<file path="src/source/cpu8_defines.svh">
`ifndef CPU8_DEFINES_SVH
`define CPU8_DEFINES_SVH

// --------------------
// Widths
// --------------------

// Data word and register contents
`define CPU8_DATA_W 8
// Program counter, 1024-word instruction space
`define CPU8_PC_W 10
// Instruction word
`define CPU8_INSTR_W 16
// Opcode field at the top of the word
`define CPU8_OPC_W 5
// Register address, eight registers
`define CPU8_REG_AW 3
// Data memory address, 256 bytes
`define CPU8_MEM_AW 8

// Register file size
`define CPU8_NUM_REGS 8

// Instructions killed behind a taken branch
`define CPU8_SQUASH_DEPTH 3

// --------------------
// Opcodes
// --------------------

// Arithmetic and bitwise
`define CPU8_OPC_ADD 5'h01
`define CPU8_OPC_SUB 5'h02
`define CPU8_OPC_SHL 5'h06
`define CPU8_OPC_AND 5'h0a
`define CPU8_OPC_OR 5'h0b
`define CPU8_OPC_NOT 5'h0c
// Memory access
`define CPU8_OPC_LOAD 5'h08
`define CPU8_OPC_STORE 5'h09
// Compare and control flow
`define CPU8_OPC_JMP 5'h07
`define CPU8_OPC_COMPARE 5'h0d
`define CPU8_OPC_JMPGT 5'h0e
`define CPU8_OPC_JMPLT 5'h0f
`define CPU8_OPC_JMPEQ 5'h10

`endif

</file>
<file path="src/source/cpu8_pkg.sv">
`default_nettype none

`include "cpu8_defines.svh"

package cpu8_pkg;

	// --------------------
	// Instruction word
	// --------------------

	// One word, four readings, chosen by the opcode
	typedef union packed {
		// ALU ops, res_reg <= op1_r (op) op2_r
		struct packed {
			logic [`CPU8_OPC_W-1:0] opcode;
			logic [`CPU8_REG_AW-1:0] res_reg;
			logic spare_hi;
			logic [`CPU8_REG_AW-1:0] op2_r;
			logic spare_lo;
			logic [`CPU8_REG_AW-1:0] op1_r;
		} alu;
		// LOAD, absolute byte address in the low half
		struct packed {
			logic [`CPU8_OPC_W-1:0] opcode;
			logic [`CPU8_REG_AW-1:0] res_reg;
			logic [`CPU8_MEM_AW-1:0] addr;
		} load;
		// STORE, address sits above the source register
		struct packed {
			logic [`CPU8_OPC_W-1:0] opcode;
			logic [`CPU8_MEM_AW-1:0] addr;
			logic [`CPU8_REG_AW-1:0] op1_r;
		} store;
		// Jumps, absolute 10-bit target
		struct packed {
			logic [`CPU8_OPC_W-1:0] opcode;
			logic spare;
			logic [`CPU8_PC_W-1:0] target;
		} branch;
	} instr_u;

	// --------------------
	// Control
	// --------------------

	typedef enum logic [2:0] {
		alu_add,
		alu_and,
		alu_or,
		alu_not,
		alu_shl,
		alu_pass
	} alu_op_e;

	// Jump condition kinds
	typedef enum logic [2:0] {
		jump_none,
		jump_always,
		jump_gt,
		jump_lt,
		jump_eq
	} jump_e;

	typedef struct packed {
		alu_op_e alu_op;
		logic op2_invert;
		logic carry_in;
		logic is_load;
		logic is_store;
		logic is_compare;
		logic reg_write;
		jump_e jump;
	} ctrl_t;

	// --------------------
	// Stage buses
	// --------------------

	// Register file write, also the forwarding source
	typedef struct packed {
		logic en;
		logic [`CPU8_REG_AW-1:0] addr;
		logic [`CPU8_DATA_W-1:0] data;
	} rf_write_t;

	typedef struct packed {
		logic taken;
		logic [`CPU8_PC_W-1:0] target;
	} redirect_t;

	// Unsigned compare result
	typedef struct packed {
		logic gt;
		logic lt;
		logic eq;
	} flags_t;

	typedef struct packed {
		logic valid;
		logic [`CPU8_DATA_W-1:0] result;
		logic [`CPU8_REG_AW-1:0] dest;
		logic [`CPU8_MEM_AW-1:0] mem_addr;
		logic is_load;
		logic is_store;
		logic reg_write;
		logic is_compare;
		flags_t flags;
	} ex_wb_t;

endpackage

`default_nettype wire

</file>
<file path="src/source/cpu8_fetch.sv">
`timescale 1ns/100ps
`default_nettype none

`include "cpu8_defines.svh"

module cpu8_fetch (
	input logic clk,
	input logic reset,
	input cpu8_pkg::redirect_t redirect,
	output logic [`CPU8_PC_W-1:0] imem_addr,
	input cpu8_pkg::instr_u imem_data,
	output cpu8_pkg::instr_u instr,
	output logic instr_valid
);

	// --------------------
	// Program counter
	// --------------------

	// imem_addr is the PC itself
	// Redirect comes from writeback, target shows up next cycle
	always_ff @(posedge clk)
	begin
		if (reset)
			imem_addr <= '0;
		else if (redirect.taken)
			imem_addr <= redirect.target;
		else
			imem_addr <= imem_addr + 1'b1;
	end

	// --------------------
	// Instruction register
	// --------------------

	// Word captured every cycle, no stalls
	// Valid bit dropped for the word fetched under a redirect
	always_ff @(posedge clk)
	begin
		instr <= imem_data;
		if (reset)
			instr_valid <= 1'b0;
		else
			instr_valid <= !redirect.taken;
	end

endmodule

`default_nettype wire

</file>
<file path="src/source/cpu8_regfile.sv">
`timescale 1ns/100ps
`default_nettype none

`include "cpu8_defines.svh"

module cpu8_regfile (
	input logic clk,
	input logic [`CPU8_REG_AW-1:0] rd1_addr,
	input logic [`CPU8_REG_AW-1:0] rd2_addr,
	output logic [`CPU8_DATA_W-1:0] rd1_data,
	output logic [`CPU8_DATA_W-1:0] rd2_data,
	input cpu8_pkg::rf_write_t wr
);

	// Eight general registers, contents undefined after reset
	logic [`CPU8_DATA_W-1:0] regs [`CPU8_NUM_REGS];

	// Two asynchronous read ports for decode
	// Same-cycle writes are covered by decode forwarding, not here
	assign rd1_data = regs[rd1_addr];
	assign rd2_data = regs[rd2_addr];

	// Single write port, end of the writeback cycle
	always_ff @(posedge clk)
	begin
		if (wr.en)
			regs[wr.addr] <= wr.data;
	end

endmodule

`default_nettype wire

</file>
<file path="src/source/cpu8_decode.sv">
`timescale 1ns/100ps
`default_nettype none

`include "cpu8_defines.svh"

module cpu8_decode (
	input logic clk,
	input logic reset,
	input cpu8_pkg::redirect_t redirect,
	input cpu8_pkg::instr_u instr,
	input logic instr_valid,
	output logic [`CPU8_REG_AW-1:0] rd1_addr,
	output logic [`CPU8_REG_AW-1:0] rd2_addr,
	input logic [`CPU8_DATA_W-1:0] rd1_data,
	input logic [`CPU8_DATA_W-1:0] rd2_data,
	input cpu8_pkg::rf_write_t wb_write,
	output cpu8_pkg::ctrl_t ctrl_q,
	output logic [`CPU8_DATA_W-1:0] op1_q,
	output logic [`CPU8_DATA_W-1:0] op2_q,
	output logic [`CPU8_REG_AW-1:0] src1_q,
	output logic [`CPU8_REG_AW-1:0] src2_q,
	output logic [`CPU8_REG_AW-1:0] dest_q,
	output logic [`CPU8_MEM_AW-1:0] mem_addr_q,
	output logic [`CPU8_PC_W-1:0] target_q,
	output logic valid_q
);

	// No-operation control word, also for every unlisted opcode
	localparam cpu8_pkg::ctrl_t ctrl_nop = '{
		alu_op: cpu8_pkg::alu_pass,
		op2_invert: 1'b0,
		carry_in: 1'b0,
		is_load: 1'b0,
		is_store: 1'b0,
		is_compare: 1'b0,
		reg_write: 1'b0,
		jump: cpu8_pkg::jump_none
	};

	cpu8_pkg::ctrl_t ctrl;
	logic [`CPU8_DATA_W-1:0] op1_fwd;
	logic [`CPU8_DATA_W-1:0] op2_fwd;

	// --------------------
	// Field extraction
	// --------------------

	// STORE op1_r shares bits [2:0] with the ALU view
	assign rd1_addr = instr.store.op1_r;
	assign rd2_addr = instr.alu.op2_r;

	// --------------------
	// Opcode decoder
	// --------------------

	always_comb
	begin
		ctrl = ctrl_nop;
		case (instr.alu.opcode)
			`CPU8_OPC_ADD:
			begin
				ctrl.alu_op = cpu8_pkg::alu_add;
				ctrl.reg_write = 1'b1;
			end
			// Subtract as op1 + ~op2 + 1
			`CPU8_OPC_SUB:
			begin
				ctrl.alu_op = cpu8_pkg::alu_add;
				ctrl.op2_invert = 1'b1;
				ctrl.carry_in = 1'b1;
				ctrl.reg_write = 1'b1;
			end
			`CPU8_OPC_AND:
			begin
				ctrl.alu_op = cpu8_pkg::alu_and;
				ctrl.reg_write = 1'b1;
			end
			`CPU8_OPC_OR:
			begin
				ctrl.alu_op = cpu8_pkg::alu_or;
				ctrl.reg_write = 1'b1;
			end
			`CPU8_OPC_NOT:
			begin
				ctrl.alu_op = cpu8_pkg::alu_not;
				ctrl.reg_write = 1'b1;
			end
			`CPU8_OPC_SHL:
			begin
				ctrl.alu_op = cpu8_pkg::alu_shl;
				ctrl.reg_write = 1'b1;
			end
			// Data replaced by memory in writeback
			`CPU8_OPC_LOAD:
			begin
				ctrl.is_load = 1'b1;
				ctrl.reg_write = 1'b1;
			end
			// Store data is op1 + 0 through the adder
			`CPU8_OPC_STORE:
			begin
				ctrl.alu_op = cpu8_pkg::alu_add;
				ctrl.is_store = 1'b1;
			end
			// Subtract, flags only, no register write
			`CPU8_OPC_COMPARE:
			begin
				ctrl.alu_op = cpu8_pkg::alu_add;
				ctrl.op2_invert = 1'b1;
				ctrl.carry_in = 1'b1;
				ctrl.is_compare = 1'b1;
			end
			`CPU8_OPC_JMP: ctrl.jump = cpu8_pkg::jump_always;
			`CPU8_OPC_JMPGT: ctrl.jump = cpu8_pkg::jump_gt;
			`CPU8_OPC_JMPLT: ctrl.jump = cpu8_pkg::jump_lt;
			`CPU8_OPC_JMPEQ: ctrl.jump = cpu8_pkg::jump_eq;
			default: ctrl = ctrl_nop;
		endcase
	end

	// --------------------
	// Decode forwarding
	// --------------------

	// Writeback result two instructions ahead, not yet in the register file
	assign op1_fwd = (wb_write.en && wb_write.addr == rd1_addr) ? wb_write.data : rd1_data;
	assign op2_fwd = (wb_write.en && wb_write.addr == rd2_addr) ? wb_write.data : rd2_data;

	// --------------------
	// Decode/execute registers
	// --------------------

	always_ff @(posedge clk)
	begin
		op1_q <= op1_fwd;
		op2_q <= op2_fwd;
		src1_q <= rd1_addr;
		src2_q <= rd2_addr;
		dest_q <= instr.alu.res_reg;
		// LOAD and STORE keep their address in different bits
		mem_addr_q <= ctrl.is_store ? instr.store.addr : instr.load.addr;
		target_q <= instr.branch.target;
		if (reset)
		begin
			ctrl_q <= ctrl_nop;
			valid_q <= 1'b0;
		end
		else
		begin
			ctrl_q <= ctrl;
			valid_q <= instr_valid && !redirect.taken;
		end
	end

endmodule

`default_nettype wire

</file>
<file path="src/source/cpu8_execute.sv">
`timescale 1ns/100ps
`default_nettype none

`include "cpu8_defines.svh"

module cpu8_execute (
	input logic clk,
	input logic reset,
	input cpu8_pkg::ctrl_t ctrl,
	input logic [`CPU8_DATA_W-1:0] op1,
	input logic [`CPU8_DATA_W-1:0] op2,
	input logic [`CPU8_REG_AW-1:0] src1,
	input logic [`CPU8_REG_AW-1:0] src2,
	input logic [`CPU8_REG_AW-1:0] dest,
	input logic [`CPU8_MEM_AW-1:0] mem_addr,
	input logic [`CPU8_PC_W-1:0] target,
	input logic valid,
	input cpu8_pkg::rf_write_t wb_write,
	input cpu8_pkg::flags_t flags_now,
	output cpu8_pkg::ex_wb_t ex_wb,
	output cpu8_pkg::redirect_t redirect
);

	logic [`CPU8_DATA_W-1:0] opa;
	logic [`CPU8_DATA_W-1:0] opb_fwd;
	logic [`CPU8_DATA_W-1:0] opb;
	logic [`CPU8_DATA_W-1:0] sum;
	logic carry;
	logic [`CPU8_DATA_W-1:0] result;
	cpu8_pkg::flags_t flags_ex;
	logic take;

	// --------------------
	// Execute forwarding
	// --------------------

	// Result of the instruction right ahead, now in writeback
	// Newer than anything decode forwarded, so it wins
	assign opa = (wb_write.en && wb_write.addr == src1) ? wb_write.data : op1;
	assign opb_fwd = (wb_write.en && wb_write.addr == src2) ? wb_write.data : op2;

	// Operand 2 prep
	always_comb
	begin
		if (ctrl.is_store)
			opb = '0;
		else if (ctrl.op2_invert)
			opb = ~opb_fwd;
		else
			opb = opb_fwd;
	end

	// --------------------
	// ALU
	// --------------------

	// Adder with carry out, ninth bit feeds compare
	assign {carry, sum} = {1'b0, opa} + {1'b0, opb} + {{`CPU8_DATA_W{1'b0}}, ctrl.carry_in};

	always_comb
	begin
		case (ctrl.alu_op)
			cpu8_pkg::alu_add: result = sum;
			cpu8_pkg::alu_and: result = opa & opb;
			cpu8_pkg::alu_or: result = opa | opb;
			cpu8_pkg::alu_not: result = ~opa;
			// Logical shift, bit 7 lost
			cpu8_pkg::alu_shl: result = {opa[`CPU8_DATA_W-2:0], 1'b0};
			// Pass for LOAD and NOP
			default: result = opa;
		endcase
	end

	// Unsigned compare from op1 - op2
	// Carry set means op1 >= op2
	always_comb
	begin
		flags_ex.eq = (sum == '0);
		flags_ex.gt = carry && !flags_ex.eq;
		flags_ex.lt = !flags_ex.eq && !flags_ex.gt;
	end

	// --------------------
	// Branch decision
	// --------------------

	// Conditions read the newest compare, forwarded by writeback
	always_comb
	begin
		case (ctrl.jump)
			cpu8_pkg::jump_always: take = 1'b1;
			cpu8_pkg::jump_gt: take = flags_now.gt;
			cpu8_pkg::jump_lt: take = flags_now.lt;
			cpu8_pkg::jump_eq: take = flags_now.eq;
			default: take = 1'b0;
		endcase
	end

	// --------------------
	// Execute/writeback registers
	// --------------------

	always_ff @(posedge clk)
	begin
		ex_wb.result <= result;
		ex_wb.dest <= dest;
		ex_wb.mem_addr <= mem_addr;
		ex_wb.is_load <= ctrl.is_load;
		ex_wb.is_store <= ctrl.is_store;
		ex_wb.reg_write <= ctrl.reg_write;
		ex_wb.is_compare <= ctrl.is_compare;
		ex_wb.flags <= flags_ex;
		redirect.target <= target;
		if (reset)
		begin
			ex_wb.valid <= 1'b0;
			redirect.taken <= 1'b0;
		end
		else
		begin
			// Instruction behind a taken branch dies here
			ex_wb.valid <= valid && !redirect.taken;
			redirect.taken <= valid && take && !redirect.taken;
		end
	end

endmodule

`default_nettype wire

</file>
<file path="src/source/cpu8_writeback.sv">
`timescale 1ns/100ps
`default_nettype none

`include "cpu8_defines.svh"

module cpu8_writeback (
	input logic clk,
	input logic reset,
	input cpu8_pkg::ex_wb_t ex_wb,
	output logic [`CPU8_MEM_AW-1:0] dmem_rd_addr,
	input logic [`CPU8_DATA_W-1:0] dmem_rd_data,
	output logic dmem_wr_en,
	output logic [`CPU8_MEM_AW-1:0] dmem_wr_addr,
	output logic [`CPU8_DATA_W-1:0] dmem_wr_data,
	output cpu8_pkg::rf_write_t rf_write,
	output cpu8_pkg::flags_t flags_now
);

	cpu8_pkg::flags_t flags_q;
	logic compare_now;

	// --------------------
	// Data memory
	// --------------------

	// Combinational read, same address as the write side
	// A store one cycle earlier is already in memory
	assign dmem_rd_addr = ex_wb.mem_addr;

	// Store data is op1 passed through the adder
	assign dmem_wr_en = ex_wb.valid && ex_wb.is_store;
	assign dmem_wr_addr = ex_wb.mem_addr;
	assign dmem_wr_data = ex_wb.result;

	// --------------------
	// Register write
	// --------------------

	// Loads take memory data, everything else the ALU result
	// Same bus feeds both forwarding points
	always_comb
	begin
		rf_write.en = ex_wb.valid && ex_wb.reg_write;
		rf_write.addr = ex_wb.dest;
		rf_write.data = ex_wb.is_load ? dmem_rd_data : ex_wb.result;
	end

	// --------------------
	// Compare flags
	// --------------------

	assign compare_now = ex_wb.valid && ex_wb.is_compare;

	// Compare in writeback overrides the stored flags
	assign flags_now = compare_now ? ex_wb.flags : flags_q;

	always_ff @(posedge clk)
	begin
		if (reset)
			flags_q <= '0;
		else if (compare_now)
			flags_q <= ex_wb.flags;
	end

endmodule

`default_nettype wire

</file>
<file path="src/source/cpu8_top.sv">
`timescale 1ns/100ps
`default_nettype none

`include "cpu8_defines.svh"

module cpu8_top (
	input logic clk,
	input logic reset,
	output logic [`CPU8_PC_W-1:0] imem_addr,
	input logic [`CPU8_INSTR_W-1:0] imem_data,
	output logic [`CPU8_MEM_AW-1:0] dmem_rd_addr,
	input logic [`CPU8_DATA_W-1:0] dmem_rd_data,
	output logic dmem_wr_en,
	output logic [`CPU8_MEM_AW-1:0] dmem_wr_addr,
	output logic [`CPU8_DATA_W-1:0] dmem_wr_data
);

	// Fetch to decode
	cpu8_pkg::instr_u instr;
	logic instr_valid;

	// Register file read side
	logic [`CPU8_REG_AW-1:0] rd1_addr;
	logic [`CPU8_REG_AW-1:0] rd2_addr;
	logic [`CPU8_DATA_W-1:0] rd1_data;
	logic [`CPU8_DATA_W-1:0] rd2_data;

	// Decode to execute
	cpu8_pkg::ctrl_t dec_ctrl;
	logic [`CPU8_DATA_W-1:0] dec_op1;
	logic [`CPU8_DATA_W-1:0] dec_op2;
	logic [`CPU8_REG_AW-1:0] dec_src1;
	logic [`CPU8_REG_AW-1:0] dec_src2;
	logic [`CPU8_REG_AW-1:0] dec_dest;
	logic [`CPU8_MEM_AW-1:0] dec_mem_addr;
	logic [`CPU8_PC_W-1:0] dec_target;
	logic dec_valid;

	// Execute and writeback outputs
	cpu8_pkg::ex_wb_t ex_wb;
	cpu8_pkg::redirect_t redirect;
	cpu8_pkg::rf_write_t rf_write;
	cpu8_pkg::flags_t flags_now;

	cpu8_fetch u_fetch (
		.clk(clk),
		.reset(reset),
		.redirect(redirect),
		.imem_addr(imem_addr),
		.imem_data(imem_data),
		.instr(instr),
		.instr_valid(instr_valid)
	);

	// Register block beside the pipeline
	cpu8_regfile u_regfile (
		.clk(clk),
		.rd1_addr(rd1_addr),
		.rd2_addr(rd2_addr),
		.rd1_data(rd1_data),
		.rd2_data(rd2_data),
		.wr(rf_write)
	);

	cpu8_decode u_decode (
		.clk(clk),
		.reset(reset),
		.redirect(redirect),
		.instr(instr),
		.instr_valid(instr_valid),
		.rd1_addr(rd1_addr),
		.rd2_addr(rd2_addr),
		.rd1_data(rd1_data),
		.rd2_data(rd2_data),
		.wb_write(rf_write),
		.ctrl_q(dec_ctrl),
		.op1_q(dec_op1),
		.op2_q(dec_op2),
		.src1_q(dec_src1),
		.src2_q(dec_src2),
		.dest_q(dec_dest),
		.mem_addr_q(dec_mem_addr),
		.target_q(dec_target),
		.valid_q(dec_valid)
	);

	cpu8_execute u_execute (
		.clk(clk),
		.reset(reset),
		.ctrl(dec_ctrl),
		.op1(dec_op1),
		.op2(dec_op2),
		.src1(dec_src1),
		.src2(dec_src2),
		.dest(dec_dest),
		.mem_addr(dec_mem_addr),
		.target(dec_target),
		.valid(dec_valid),
		.wb_write(rf_write),
		.flags_now(flags_now),
		.ex_wb(ex_wb),
		.redirect(redirect)
	);

	cpu8_writeback u_writeback (
		.clk(clk),
		.reset(reset),
		.ex_wb(ex_wb),
		.dmem_rd_addr(dmem_rd_addr),
		.dmem_rd_data(dmem_rd_data),
		.dmem_wr_en(dmem_wr_en),
		.dmem_wr_addr(dmem_wr_addr),
		.dmem_wr_data(dmem_wr_data),
		.rf_write(rf_write),
		.flags_now(flags_now)
	);

endmodule

`default_nettype wire

</file>
<file path="config.mk">
export PLATFORM = sky130hd
export DESIGN_NAME = cpu8_top
export DESIGN_NICKNAME = d
export VERILOG_FILES = /design/src/source/cpu8_pkg.sv /design/src/source/cpu8_fetch.sv /design/src/source/cpu8_regfile.sv /design/src/source/cpu8_decode.sv /design/src/source/cpu8_execute.sv /design/src/source/cpu8_writeback.sv /design/src/source/cpu8_top.sv
export VERILOG_INCLUDE_DIRS = /design/src /design/src/source
export SDC_FILE = /design/constraint.sdc
export NUM_CORES = 1
export LEC_CHECK = 0
export ABC_AREA = 0
export BUFFER_PORTS_ARGS = -buffer_cell sky130_fd_sc_hd__clkbuf_2
export CORE_MARGIN = 4
export CORE_UTILIZATION = 56
export CTS_BUF_LIST = sky130_fd_sc_hd__clkbuf_4
export DETAILED_ROUTE_END_ITERATION = 16
export PLACE_DENSITY_LB_ADDON = 0.05
export SLEW_MARGIN = 25
export SYNTH_ARGS = -nofsm -noshare
export SYNTH_HDL_FRONTEND = slang
export SYNTH_SLANG_ARGS = --single-unit
</file>
<file path="constraint.sdc">
create_clock -name clk -period 3.7 [get_ports clk]
set_clock_uncertainty 0.15 [all_clocks]
set_input_delay 0 -clock clk [delete_from_list [all_inputs] [get_ports clk]]
set_output_delay 0 -clock clk [all_outputs]
set_load 0.01 [all_outputs]
</file>
== After elaboration in Yosys (flattened, before gate mapping) ==
Memories as Yosys holds them, arrays and structs flattened. A register that Yosys moved wholly into a read port is not among the register bits.
Cells that the tools add are included.

* Bits in registers: 108
* RAM bits: 64
* Memories: 1

* Bitwise operators: 4
* Reductions and logical operators: 19
* Multiplexer cells: 19
* Eq/ne operators: 23
* Add/sub/neg operators: 3

{| class="wikitable"
|+ Memories
! memory !! depth !! bits a word !! read ports !! clocked after memory_dff !! write ports !! RTL line !! RTL
|-
| u_regfile.regs || 8 || 8 || 2 || 2 || 1 || cpu8_regfile.sv:16 || <nowiki>logic [`CPU8_DATA_W-1:0] regs [`CPU8_NUM_REGS];</nowiki>
|}

{| class="wikitable"
|+ Operator list
! operator !! count
|-
| 8-bit 2-to-1 mux || 6
|-
| 5-bit by 4-bit equality test with 1-bit output, second input constant || 8
|-
| 8-bit one-hot mux with 5 select lines || 1
|-
| 8-bit inverter || 2
|-
| 3-bit one-hot mux with 5 select lines || 1
|-
| 3-bit by 2-bit equality test with 1-bit output, second input constant || 4
|-
| 3-bit one-hot mux with 4 select lines || 1
|-
| 1-bit logical AND || 11
|-
| 10-bit by 1-bit adder with 10-bit output, second input constant || 1
|-
| 5-bit by 3-bit equality test with 1-bit output, second input constant || 2
|-
| 10-bit 2-to-1 mux || 1
|-
| 8-bit by 8-bit adder with 9-bit output || 1
|-
| 9-bit by 1-bit adder with 9-bit output || 1
|-
| 8-bit AND || 1
|-
| 8-bit logical NOT || 1
|-
| 8-bit bitwise OR || 1
|-
| 7-bit OR reduction || 1
|-
| 3-bit by 1-bit equality test with 1-bit output, second input constant || 2
|-
| 3-bit equality test || 2
|-
| 3-bit equality test, second input constant || 2
|-
| 1-bit 2-to-1 mux || 6
|-
| 5-bit by 1-bit equality test with 1-bit output, second input constant || 1
|-
| 5-bit by 2-bit equality test with 1-bit output, second input constant || 1
|-
| 5-bit equality test, second input constant || 1
|-
| 7 further kinds || 9
|}

== Longest topological paths before layout ==
* Word-level depth: 13
* Depth in mapped cells: 17
* Depth with buffers taken out: 15

== Cells and area by module ==
Synthesis repeated with hierarchy kept, for this count alone.

* Cells, all modules: 622
* Area total of the unflattened synthesis: 8184.1 µm²

{| class="wikitable"
|+ Modules (own cells, without submodules)
! module !! area an instance (µm²) !! cells each !! instances
|-
| cpu8_regfile || 3078.0 || 135 || 1
|-
| cpu8_execute || 2155.8 || 225 || 1
|-
| cpu8_decode || 1632.8 || 134 || 1
|-
| cpu8_fetch || 837.1 || 75 || 1
|-
| cpu8_writeback || 480.5 || 53 || 1
|}

== Worst setup path after synthesis ==
OpenSTA, ideal clock, no wires.

* Path kind: register to register
* Start point: register u_decode.target_q[6] (netlist name)
* End point: register u_execute.ex_wb[1] (netlist name)
* Path slack: -0.320 ns
* Arrival time: 3.739 ns
* Path buffers: 2
* Cell stages (with the launch flop): 18
* Path through: dfxtp_1 > clkbuf_1 > xor2_1 > nor4_2 > clkbuf_1 > nand2_1 > o21ai_1 > nand2_1 > o21ai_0 > fa_1 > inv_1 > fa_1 > nand2b_1 > a21oi_1 > xor2_1 > or3_1 > nor3_1 > a21boi_0

==> metrics.txt <==
status=finished clean; row count=41; clk_lat worst skew=0.55 ns; vias in the first global route=4801; Max Root-Sink Buffers=2; commonest cells after routing, fill and taps aside=92 x dfxtp_1, 64 x edfxtp_1, 60 x clkbuf_2; placed insts=798; grt ovf=0; floorplan core area=12600 um2; Worst Path Required=3.98 ns; Placement Cell Area=7580 um2; most common cell after layout, fill and taps aside=dfxtp_1; design area=8350 um2; 1st-pass router iterations=5; CP delay by family, top=compound AO/OA/AOI/OAI gates; Layout area overhead=16.8%; GP Congestion=0.873; Synth cell types=58; Die ar.=14600 um2; Critical Path AT=3.78 ns; slowest cell on the critical path=mux4_2; FMAX=285 MHz; post-CTS setup buffer count=0; WL per Instance=18.4 um; Num CTS Buffers=17; RSZ-0062 raised after global routing=no; Most used DFF post-synth=dfxtp_1; final cycle utilization of the critical path=0.947; Setup CP Type=flip-flop to flip-flop; Clk pin slew, worst setup/hold paths=0.13 ns; vias post-DR=4868; P per Cell Area=428 nW/um2; worst slew pin tran=1.05 ns; crit-path max cell delay=0.51 ns; final hold vios=0; die span in x=121 um; final cell count without fillers=875; Global Route Usage Sum=0.229; Crit. End Element=flip-flop; flops & latches, synth=161; Post-synth EDFFs=64; crit path buf inv count=1; clk sinks=161; die height=121 um; WL final=16.1 mm; Initial Util=0.569; I/O pins=61; Total Power=3.57 mW; Async SR Flop Fraction=0; Min Hold Slack=0.193 ns; minimum clock period after layout=3.50 ns; post-synthesis cell area=7150 um2; syn_nets=637; Final WS setup=0.195 ns; CTS tree=yes; main area contributors after synthesis=dfxtp_1 27%, edfxtp_1 27%, mux4_2 10%; initial antenna violation count=1; layout cells sized above 1=0.263; Max Transition Viols Final=0; Post-Syn Area per Cell=12.1 um2; min-delay worst type=flip-flop to flip-flop; cell taking the most area after synthesis=dfxtp_1; Max FO, Critical Path=8; Max H-tree Level=4; warnings from Yosys=0; slew margin rel.=0.298; max_cap viols=0; HPWL after DPL=11.1 mm; fin nets=731; DRC=0; TNS Setup=0 ns; Leak=3.31 nW; most frequent CP cell=a21oi_1; CP startpoint kind=flip-flop; final setup fails=0; Port Buf Inserts=60; vias per inst=5.56; CP cell instances=buf_6 -> mux4_2 -> mux2i_1 -> o21ai_1 -> o21a_1 -> fa_1 -> nand2b_1 -> a21oi_1 -> o31a_1 -> a21oi_1 -> a32o_1 -> a221oi_1; Root Buffer=clkbuf_4; top-area cell type share of the netlist area=0.272; ANT nets after route=0; Syn Inst Count=592; global-route wire length before repair=25.3 mm; sequential area share after synthesis=0.541; hold path depth=0; VDD IR max=0.482 mV; Finished Core Util=0.664; dpl ws=0.00139 ns; largest net degree at the start of global routing=21; CP Depth=12; reg2reg path depth=12; 1st-iter DRT viols=374
report_power, final:
part           switching, mW  internal [mW]
sequential            0.0440           1.92
combinational          0.267          0.227
clock                  0.612          0.500
registers in the layout, summed over array words and instances, names as in the netlist, 2 cells and up:
signal / cells
u_decode.ctrl_q: 11
u_fetch.imem_addr: 10
u_regfile.regs: 64
u_execute.redirect: 9
u_decode.dest_q: 3
u_decode.mem_addr_q: 8
u_decode.target_q: 6
u_fetch.instr: 16
u_decode.src1_q: 2
u_execute.ex_wb: 27
u_writeback.flags_q: 3
cell families after synthesis:
family,share of synthesized area
multiplexers,0.167
AO/OA/AOI/OAI,0.0844
AND/OR/NAND/NOR,0.0977
adder cells (fa/ha/maj),0.0354
flip-flops,0.541
buffers and inverters,0.0529
XOR/XNOR,0.0221
routing by layer:
layer	wire length (um)	track usage	up-vias
met1	6910	0.301	2350
met5	0	0	-
li1	-	-	2314
met3	919	0.0508	21
met2	7980	0.379	183
met4	289	0.0729	0
cells in the mapped netlist, types with 8 or more instances:
cell and count:
clkbuf_1 18, nor3_1 10, a21oi_1 29, mux4_2 33, o21ai_1 12, nand3_1 8
buf_4 26, inv_1 19, nor2_1 45, mux2_2 14, nand2_1 47, xor2_1 13
mux2i_1 27, o21ai_0 23, dfxtp_1 97, o21a_1 9, edfxtp_1 64, ha_1 17
final timing paths:
path	startpoint	to	slack [ns]
setup reg to reg	u_decode.target_q[4]	u_execute.ex_wb[24]	0.20
hold reg to reg	u_decode.ctrl_q[4]	u_execute.ex_wb[3]	0.19
hold / removal	u_decode.ctrl_q[4]	u_execute.ex_wb[3]	0.19
setup / recovery	u_decode.target_q[4]	u_execute.ex_wb[24]	0.20
area by class of cell:
type | count | area [um2]
multi-input cells | 360 | 2950
repair buffers | 126 | 915
clock inverters | 12 | 156
flip-flops and latches | 161 | 3870
well taps | 172 | 215
diodes | 4 | 10.0
fillers | 950 | 4220
inverters | 20 | 75.1
clock buffers | 20 | 150
what timing repair did:
action,in CTS,in global routing
endpoints found under the hold margin,109,0
setup endpoints to repair,2,6
gates cloned,0,0
gates resized for setup,1,12
hold buffers,41,0
Note: power is estimated with default switching activity, not from simulation.
